File: src/design/fpadd_pkg.sv
package fpadd_pkg;

  typedef logic [63:0] fp64_t;
  // biased exponent plus one overflow bit
  typedef logic [11:0] exp_t;
  // carry, hidden, 52 fraction bits, then guard, round, sticky
  typedef logic [56:0] sig_t;
  typedef logic [1:0]  rnd_mode_t;
  typedef logic [2:0]  flags_t;

  localparam rnd_mode_t RND_TRUNC = 2'd0;
  localparam rnd_mode_t RND_EVEN  = 2'd1;
  localparam rnd_mode_t RND_PLUS  = 2'd2;
  localparam rnd_mode_t RND_MINUS = 2'd3;

  localparam int FLAG_INVALID  = 2;
  localparam int FLAG_OVERFLOW = 1;
  localparam int FLAG_INEXACT  = 0;

  localparam fp64_t QNAN_CANON = 64'h7ff8000000000000;

  typedef struct packed {
    fp64_t     a;
    fp64_t     b;
    logic      sub;
    rnd_mode_t rmode;
  } fpadd_req_t;

  // stage 1 output, operands swapped so big has the larger magnitude
  typedef struct packed {
    logic      big_sign;
    logic      eff_sub;
    rnd_mode_t rmode;
    exp_t      big_exp;
    sig_t      big_sig;
    sig_t      small_sig;
    logic      spec_valid;
    fp64_t     spec_value;
    flags_t    spec_flags;
  } aligned_t;

  typedef struct packed {
    logic      sign;
    rnd_mode_t rmode;
    exp_t      exp;
    sig_t      sig;
    logic      spec_valid;
    fp64_t     spec_value;
    flags_t    spec_flags;
  } sum_t;

  typedef struct packed {
    fp64_t  result;
    flags_t flags;
  } fpadd_resp_t;

endpackage

File: src/design/fpadd_lzd_lane.sv
`timescale 1ns/1ps

module fpadd_lzd_lane (
  input  logic [7:0] byte_in,
  output logic       has_one,
  output logic [2:0] lead_pos
);

  assign has_one = |byte_in;

  // scan upward so the highest set bit wins
  always_comb begin
    lead_pos = 3'd0;
    for (int i = 0; i < 8; i++) begin
      if (byte_in[i]) begin
        lead_pos = 3'(i);
      end
    end
  end

endmodule

File: src/design/fpadd_align.sv
`timescale 1ns/1ps

module fpadd_align import fpadd_pkg::*; (
  input  logic       clk,
  input  logic       rst,
  input  logic       in_valid,
  input  fpadd_req_t in_req,
  output logic       al_valid,
  output aligned_t   al
);

  logic [10:0] a_exp;
  logic [10:0] b_exp;
  logic        b_sign;
  logic        eff_sub;
  logic        a_zero;
  logic        b_zero;
  logic        a_inf;
  logic        b_inf;
  logic        a_nan;
  logic        b_nan;
  logic [62:0] a_mag;
  logic [62:0] b_mag;
  logic        a_big;
  logic [62:0] big_mag;
  logic [62:0] small_mag;
  exp_t        big_exp;
  exp_t        small_exp;
  exp_t        exp_diff;
  sig_t        small_pre;
  sig_t        small_shr;
  logic        small_lost;
  aligned_t    al_next;

  assign a_exp = in_req.a[62:52];
  assign b_exp = in_req.b[62:52];

  // effective sign of b after the operation
  assign b_sign  = in_req.b[63] ^ in_req.sub;
  assign eff_sub = in_req.a[63] ^ b_sign;

  assign a_zero = a_exp == 11'd0;
  assign b_zero = b_exp == 11'd0;
  assign a_inf  = (a_exp == 11'h7ff) && (in_req.a[51:0] == 52'd0);
  assign b_inf  = (b_exp == 11'h7ff) && (in_req.b[51:0] == 52'd0);
  assign a_nan  = (a_exp == 11'h7ff) && (in_req.a[51:0] != 52'd0);
  assign b_nan  = (b_exp == 11'h7ff) && (in_req.b[51:0] != 52'd0);

  // denormals flush to zero here
  assign a_mag = a_zero ? 63'd0 : in_req.a[62:0];
  assign b_mag = b_zero ? 63'd0 : in_req.b[62:0];
  assign a_big = a_mag >= b_mag;

  assign big_mag   = a_big ? a_mag : b_mag;
  assign small_mag = a_big ? b_mag : a_mag;
  assign big_exp   = {1'b0, big_mag[62:52]};
  assign small_exp = {1'b0, small_mag[62:52]};
  assign exp_diff  = big_exp - small_exp;

  assign small_pre = {1'b0, small_mag[62:52] != 11'd0, small_mag[51:0], 3'b000};
  assign small_shr = small_pre >> exp_diff;
  // anything shifted past bit 0 lands in sticky; past 55 only sticky is left
  assign small_lost = |(small_pre & ~({57{1'b1}} << exp_diff));

  always_comb begin
    al_next.big_sign   = a_big ? in_req.a[63] : b_sign;
    al_next.eff_sub    = eff_sub;
    al_next.rmode      = in_req.rmode;
    al_next.big_exp    = big_exp;
    al_next.big_sig    = {1'b0, big_mag[62:52] != 11'd0, big_mag[51:0], 3'b000};
    al_next.small_sig  = {small_shr[56:1], small_shr[0] | small_lost};
    al_next.spec_valid = a_nan | b_nan | a_inf | b_inf;
    al_next.spec_flags = '0;
    if (a_nan || b_nan) begin
      al_next.spec_value = QNAN_CANON;
    end else if (a_inf && b_inf && eff_sub) begin
      al_next.spec_value = QNAN_CANON;
      al_next.spec_flags[FLAG_INVALID] = 1'b1;
    end else begin
      al_next.spec_value = {a_inf ? in_req.a[63] : b_sign, 11'h7ff, 52'd0};
    end
  end

  always_ff @(posedge clk) begin
    if (rst) begin
      al_valid <= 1'b0;
    end else begin
      al_valid <= in_valid;
    end
  end

  always_ff @(posedge clk) begin
    al <= al_next;
  end

endmodule

File: src/design/fpadd_significand_add.sv
`timescale 1ns/1ps

module fpadd_significand_add import fpadd_pkg::*; (
  input  logic     clk,
  input  logic     rst,
  input  logic     al_valid,
  input  aligned_t al,
  output logic     sum_valid,
  output sum_t     sum
);

  sig_t sig_res;
  logic cancel;
  sum_t sum_next;

  // big >= small after the swap, so no negative difference
  assign sig_res = al.eff_sub ? al.big_sig - al.small_sig : al.big_sig + al.small_sig;

  // exact cancellation is +0, or -0 when rounding toward minus
  assign cancel = al.eff_sub && (sig_res == '0);

  always_comb begin
    sum_next.sign       = cancel ? (al.rmode == RND_MINUS) : al.big_sign;
    sum_next.rmode      = al.rmode;
    sum_next.exp        = al.big_exp;
    sum_next.sig        = sig_res;
    sum_next.spec_valid = al.spec_valid;
    sum_next.spec_value = al.spec_value;
    sum_next.spec_flags = al.spec_flags;
  end

  always_ff @(posedge clk) begin
    if (rst) begin
      sum_valid <= 1'b0;
    end else begin
      sum_valid <= al_valid;
    end
  end

  always_ff @(posedge clk) begin
    sum <= sum_next;
  end

endmodule

File: src/design/fpadd_normalize_round.sv
`timescale 1ns/1ps

module fpadd_normalize_round import fpadd_pkg::*; (
  input  logic        clk,
  input  logic        rst,
  input  logic        sum_valid,
  input  sum_t        sum,
  input  logic [7:0]  lane_has,
  input  logic [23:0] lane_pos,
  output logic        res_valid,
  output fpadd_resp_t res
);

  logic [2:0]  lead_lane;
  logic [5:0]  lead;
  logic [5:0]  lshift;
  logic        is_zero;
  logic        carry_out;
  logic        underflow;
  sig_t        norm_sig;
  exp_t        norm_exp;
  logic        lsb;
  logic        guard;
  logic        round_bit;
  logic        sticky;
  logic        dropped;
  logic        inc;
  logic [53:0] mant_r;
  exp_t        exp_r;
  logic        overflow;
  logic        to_inf;
  fpadd_resp_t res_next;

  // highest lane holding a one
  always_comb begin
    lead_lane = 3'd0;
    for (int k = 0; k < 8; k++) begin
      if (lane_has[k]) begin
        lead_lane = 3'(k);
      end
    end
  end

  assign lead      = {lead_lane, lane_pos[3*lead_lane +: 3]};
  assign is_zero   = ~|lane_has;
  assign carry_out = sum.sig[56];

  // the hidden bit sits at bit 62 of the padded lane vector
  assign lshift    = 6'd62 - lead;
  assign underflow = ~carry_out && (exp_t'(lshift) >= sum.exp);

  always_comb begin
    if (carry_out) begin
      norm_sig = {1'b0, sum.sig[56:2], sum.sig[1] | sum.sig[0]};
      norm_exp = sum.exp + 12'd1;
    end else begin
      norm_sig = sum.sig << lshift;
      norm_exp = sum.exp - exp_t'(lshift);
    end
  end

  assign lsb       = norm_sig[3];
  assign guard     = norm_sig[2];
  assign round_bit = norm_sig[1];
  assign sticky    = norm_sig[0];
  assign dropped   = guard | round_bit | sticky;

  always_comb begin
    case (sum.rmode)
      RND_EVEN:  inc = guard & (round_bit | sticky | lsb);
      RND_PLUS:  inc = dropped & ~sum.sign;
      RND_MINUS: inc = dropped & sum.sign;
      default:   inc = 1'b0;
    endcase
  end

  // a carry out of the mantissa leaves the fraction all zero
  assign mant_r   = {1'b0, norm_sig[55:3]} + 54'(inc);
  assign exp_r    = norm_exp + exp_t'(mant_r[53]);
  assign overflow = exp_r >= 12'h7ff;

  always_comb begin
    case (sum.rmode)
      RND_EVEN:  to_inf = 1'b1;
      RND_PLUS:  to_inf = ~sum.sign;
      RND_MINUS: to_inf = sum.sign;
      default:   to_inf = 1'b0;
    endcase
  end

  always_comb begin
    res_next.flags = '0;
    if (sum.spec_valid) begin
      res_next.result = sum.spec_value;
      res_next.flags  = sum.spec_flags;
    end else if (is_zero) begin
      res_next.result = {sum.sign, 63'd0};
    end else if (underflow) begin
      // flushed, no denormal results
      res_next.result = {sum.sign, 63'd0};
      res_next.flags[FLAG_INEXACT] = 1'b1;
    end else if (overflow) begin
      res_next.result = to_inf ? {sum.sign, 11'h7ff, 52'd0} : {sum.sign, 11'h7fe, {52{1'b1}}};
      res_next.flags[FLAG_OVERFLOW] = 1'b1;
      res_next.flags[FLAG_INEXACT]  = 1'b1;
    end else begin
      res_next.result = {sum.sign, exp_r[10:0], mant_r[51:0]};
      res_next.flags[FLAG_INEXACT] = dropped;
    end
  end

  always_ff @(posedge clk) begin
    if (rst) begin
      res_valid <= 1'b0;
    end else begin
      res_valid <= sum_valid;
    end
  end

  always_ff @(posedge clk) begin
    res <= res_next;
  end

endmodule

File: src/design/fpadd_result_queue.sv
`timescale 1ns/1ps

module fpadd_result_queue import fpadd_pkg::*; #(
  parameter int QUEUE_DEPTH = 4
) (
  input  logic        clk,
  input  logic        rst,
  input  logic        res_valid,
  input  fpadd_resp_t res,
  output logic        in_credit,
  input  logic        out_credit,
  output logic        out_valid,
  output fpadd_resp_t out_resp
);

  localparam int PTR_W    = $clog2(QUEUE_DEPTH);
  localparam int CNT_W    = $clog2(QUEUE_DEPTH + 1);
  localparam int CREDIT_W = 16;

  fpadd_resp_t         mem [QUEUE_DEPTH];
  logic [PTR_W-1:0]    wr_ptr;
  logic [PTR_W-1:0]    rd_ptr;
  logic [CNT_W-1:0]    count;
  logic [CREDIT_W-1:0] credits;
  logic                push;
  logic                pop;

  // upstream credits keep writes from ever hitting a full queue
  assign push = res_valid;
  assign pop  = (credits != '0) && (count != '0);

  always_ff @(posedge clk) begin
    if (rst) begin
      wr_ptr    <= '0;
      rd_ptr    <= '0;
      count     <= '0;
      credits   <= '0;
      out_valid <= 1'b0;
      in_credit <= 1'b0;
    end else begin
      if (push) begin
        wr_ptr <= (wr_ptr == PTR_W'(QUEUE_DEPTH - 1)) ? '0 : wr_ptr + 1'b1;
      end
      if (pop) begin
        rd_ptr <= (rd_ptr == PTR_W'(QUEUE_DEPTH - 1)) ? '0 : rd_ptr + 1'b1;
      end
      count     <= count + CNT_W'(push) - CNT_W'(pop);
      credits   <= credits + CREDIT_W'(out_credit) - CREDIT_W'(pop);
      // each pop frees one slot upstream
      out_valid <= pop;
      in_credit <= pop;
    end
  end

  always_ff @(posedge clk) begin
    if (push) begin
      mem[wr_ptr] <= res;
    end
    if (pop) begin
      out_resp <= mem[rd_ptr];
    end
  end

endmodule

File: src/design/fpadd_top.sv
`timescale 1ns/1ps

module fpadd_top import fpadd_pkg::*; #(
  parameter int QUEUE_DEPTH = 4
) (
  input  logic        clk,
  input  logic        rst,
  input  logic        in_valid,
  input  fpadd_req_t  in_req,
  output logic        in_credit,
  output logic        out_valid,
  output fpadd_resp_t out_resp,
  input  logic        out_credit
);

  logic        al_valid;
  aligned_t    al;
  logic        sum_valid;
  sum_t        sum;
  logic [63:0] lzd_vec;
  logic [7:0]  lane_has;
  logic [23:0] lane_pos;
  logic        res_valid;
  fpadd_resp_t res;

  fpadd_align u_align (
    .clk      (clk),
    .rst      (rst),
    .in_valid (in_valid),
    .in_req   (in_req),
    .al_valid (al_valid),
    .al       (al)
  );

  fpadd_significand_add u_sig_add (
    .clk       (clk),
    .rst       (rst),
    .al_valid  (al_valid),
    .al        (al),
    .sum_valid (sum_valid),
    .sum       (sum)
  );

  // sum padded on the right to eight whole bytes
  assign lzd_vec = {sum.sig, 7'd0};

  for (genvar k = 0; k < 8; k++) begin : g_lane
    fpadd_lzd_lane u_lane (
      .byte_in  (lzd_vec[8*k +: 8]),
      .has_one  (lane_has[k]),
      .lead_pos (lane_pos[3*k +: 3])
    );
  end

  fpadd_normalize_round u_norm (
    .clk       (clk),
    .rst       (rst),
    .sum_valid (sum_valid),
    .sum       (sum),
    .lane_has  (lane_has),
    .lane_pos  (lane_pos),
    .res_valid (res_valid),
    .res       (res)
  );

  fpadd_result_queue #(
    .QUEUE_DEPTH (QUEUE_DEPTH)
  ) u_queue (
    .clk        (clk),
    .rst        (rst),
    .res_valid  (res_valid),
    .res        (res),
    .in_credit  (in_credit),
    .out_credit (out_credit),
    .out_valid  (out_valid),
    .out_resp   (out_resp)
  );

endmodule

File: config.mk
export PLATFORM = sky130hd
export DESIGN_NAME = fpadd_top
export DESIGN_NICKNAME = d
export VERILOG_FILES = /design/src/design/fpadd_pkg.sv /design/src/design/fpadd_lzd_lane.sv /design/src/design/fpadd_align.sv /design/src/design/fpadd_significand_add.sv /design/src/design/fpadd_normalize_round.sv /design/src/design/fpadd_result_queue.sv /design/src/design/fpadd_top.sv
export SDC_FILE = /design/constraint.sdc
export NUM_CORES = 2
export LEC_CHECK = 0
export BUFFER_PORTS_ARGS = -buffer_cell sky130_fd_sc_hd__buf_2
export CAP_MARGIN = 0
export CORE_ASPECT_RATIO = 0.5
export CORE_UTILIZATION = 39
export DETAILED_ROUTE_END_ITERATION = 8
export HOLD_SLACK_MARGIN = 0.15
export PLACE_DENSITY = 0.69
export SETUP_SLACK_MARGIN = 0.05
export SYNTH_ARGS = -nofsm -noshare
export SYNTH_HDL_FRONTEND = slang
export SYNTH_HIERARCHICAL = 1
export SYNTH_SLANG_ARGS = --single-unit
File: constraint.sdc
create_clock -name clk -period 8.68 [get_ports clk]
set_clock_uncertainty 0.1 [all_clocks]
set_input_delay 0.868 -clock clk [delete_from_list [all_inputs] [get_ports clk]]
set_output_delay 0.868 -clock clk [all_outputs]
set_load 0.05 [all_outputs]
==> flow_metrics.tcl <==
set metrics [dict create \
    timing.rr.start "u_sig_add/sum[113]$_DFF_P_" \
    crit_path_start_kind "flip-flop" \
    netlist_top_cells_count "488 x nand2_1, 386 x nor2_1, 362 x dfxtp_1" \
    detail_route.vias_per_cell 6.13 \
    core_sq_mm 0.116 \
    root_buffer "clkbuf_16" \
    end_kind "flip-flop" \
    pre_cts_ws_ns -0.336 \
    multi_input_area_sq_mm 0.0264 \
    crit_fanout 26 \
    area_delta_synth_final_pct 13.6 \
    yosysTopAreaCellShare_pct 21.9 \
    drive_gt1_share_pct 19.0 \
    grt_use_total_pct 30.1 \
    fmax_ghz 0.120 \
    nFillCells 11080 \
    placed_cell_area_sq_mm 0.0497 \
    hold_path.class "reg -> reg" \
    yosysWarnings 6 \
    first_pass_iters 6 \
    cp.arrival_ns 8.75 \
    fin_cells 6770 \
    grt_pass1_vias 39175 \
    avgSynthCellArea_sq_um 9.45 \
    synth_area_leaders "edfxtp_1 22%, dfxtp_1 16%, mux4_2 6.8%, ha_1 4.1%, nand2_1 4.0%" \
    overflow 0 \
    utilization_pct 44.9 \
    power_density_mw_per_mm2 424 \
    start_util_pct 39.5 \
    drt_wl_total_mm 186 \
    slowest_stage "nor4_4" \
    numCtsBuffers 61 \
    finalCriticalPeriod_ns 8.31 \
    synth_edf_count 335 \
    die_w_microns 487 \
    clkLatencyLatePin_ns 0.67 \
    fin_nets 5433 \
    netlist_area_sq_mm 0.0458 \
    place_hpwl_mm 146 \
    reg2reg_depth 37 \
    relSlewSlack_pct 23.5 \
    p_leak_nw 20.0 \
    route.detailed.drc 0 \
    maxCapViolCount 0 \
    crit_type "reg -> reg" \
    setup_slack_ns 0.367 \
    ff_latch_area_sq_mm 0.0173 \
    cts_sinks 697 \
    path_clk_slew_ns 0.07 \
    holdBufCountCts 0 \
    grt_pass1_wl_mm 267 \
    synth_async_sr_flop_share_pct 0 \
    r2r_setup_slack_ns 0.37 \
    yosysSeqAreaShare_pct 37.8 \
    outcome "finished, final reports clean" \
    die_area_sq_mm 0.119 \
    synthCells 4850 \
    r2r-end "u_norm/res[3]$_DFF_P_" \
    finalPower_mw 22.1 \
    hold_violations 0 \
    finalSetupViolations 0 \
    tightest_slew_ns 1.14 \
    crit_path_max_incr_delay_ns 0.41 \
    vias 41527 \
    rsz0062_at_grt "no" \
    ys_ff_latch 697 \
    io_buffers 203 \
    synth_ff_type "dfxtp_1" \
    crit_top_cell "buf_4" \
    timing.final.crit_share_pct 95.8 \
    grt_max_degree 152 \
    yosys.area.top_type "edfxtp_1" \
    drv_slew 0 \
    place.gp.congestion 1.07 \
    yosysMostFrequentCell "nand2_1" \
    io_pins 204 \
    h-tree-depth 2 \
    synth_cell_types 141 \
    crit_required_ns 9.12 \
    placed_cells_incl_taps 6643 \
    setup.worst_path.start "u_sig_add/sum[113]$_DFF_P_" \
    drtAntennaViolNets 0 \
    wire_per_inst_microns 27.4 \
    final_area_sq_mm 0.0520 \
    core.rowCount 88 \
    cts_tree "done" \
    antenna_found_initial 8 \
    endpoint "u_norm/res[3]$_DFF_P_" \
    drtIter0Drc 4760 \
    hold_slack_ns 0.220 \
    die_height_microns 244 \
    fin_tns_setup_ns 0 \
    vdd_drop_max_mv 0.341 \
    clock_path_buffers 3 \
]
cell type report:
cell class | count | area share, %
clock inverter | 27 | 0.635
sequential | 697 | 33.3
clock buffer | 86 | 3.34
tap | 1575 | 3.79
timing repair buffer | 525 | 7.01
inverter | 168 | 1.23
multi-input combinational | 3690 | 50.7
antenna | 2 | 0.00962
registers in the layout, summed over array words and instances, names as in the netlist, 2 cells and up:
register and count:
u_queue/mem 268, u_queue/credits 16, u_queue/out_resp 67, u_queue/count 3, u_queue/rd_ptr 2, u_queue/wr_ptr 2, u_sig_add/sum 140, u_norm/res 67
u_align/al 128
what timing repair did:
item | in CTS | in global routing
setup endpoints to repair | 54 | 62
cloned | 1 | 3
pin swaps | 1 | 7
gates resized for setup | 5 | 25
setup buffers | 0 | 8
kinds of logic after synthesis:
family / count (synthesis) / share of synthesized area, %
and+or+nand+nor: 1658 / 18.2
AOI/OAI and AO/OA: 1274 / 19.2
DFF: 697 / 37.8
buffers and inverters: 549 / 5.85
muxes: 337 / 11.3
xor gates and xnor gates: 173 / 3.35
adders and majority gates: 159 / 4.38
other: 3 / 0.0246
layer usage:
layer  share of wire, %  GRT usage (%)  vias to the layer above
met5              0.022              0                        -
met3                7.9           4.64                      339
met2                 44           46.2                     2003
li1                   -              -                    18692
met1                 44           42.3                    20487
met4                4.4           12.0                        6
where the power goes:
part	internal (mW)	switching [mW]	leakage, nW
Clock	1.53	1.25	1.02
Sequential	4.32	0.589	6.10
Combinational	5.29	9.11	12.9
Total	11.1	10.9	20.0
worst min-delay path by stage:
stage	startpoint	end	cells past startpoint
after floorplan	u_align/al[182]$_DFF_P_	u_sig_add/sum[125]$_DFF_P_	0
after global placement	u_align/al[188]$_DFF_P_	u_sig_add/sum[131]$_DFF_P_	0
after detailed placement	u_align/al[188]$_DFF_P_	u_sig_add/sum[131]$_DFF_P_	0
after CTS	in_req[1]	u_align/al[195]$_DFF_P_	1
after global routing	in_req[1]	u_align/al[195]$_DFF_P_	1
final	u_align/al[66]$_SDFF_PP0_	u_sig_add/sum[66]$_DFF_P_	0
layout by cell type, fill, tap and decap left out, types with 86 or more instances in the layout:
cell type,synthesis,final
nand2_1,488,488
nor2_1,386,383
dfxtp_1,362,356
edfxtp_1,335,335
a21oi_1,310,310
buf_4,93,305
o21ai_0,249,246
buf_2,60,203
inv_1,155,154
ha_1,151,148
mux2i_1,149,146
mux4_2,138,138
nand3_1,136,135
nor3_1,126,124
xnor2_1,124,123
conb_1,3,86
critical path: cells and delay by family (launching register included):
family / cells / cell delay [ns]
AOI/OAI and AO/OA: 6 / 1.52
adders and majority gates: 2 / 0.38
buffers and inverters: 9 / 1.61
DFF: 1 / 0.38
muxes: 3 / 0.78
and+or+nand+nor: 17 / 3.42
Power figures use the tool's default switching activity.
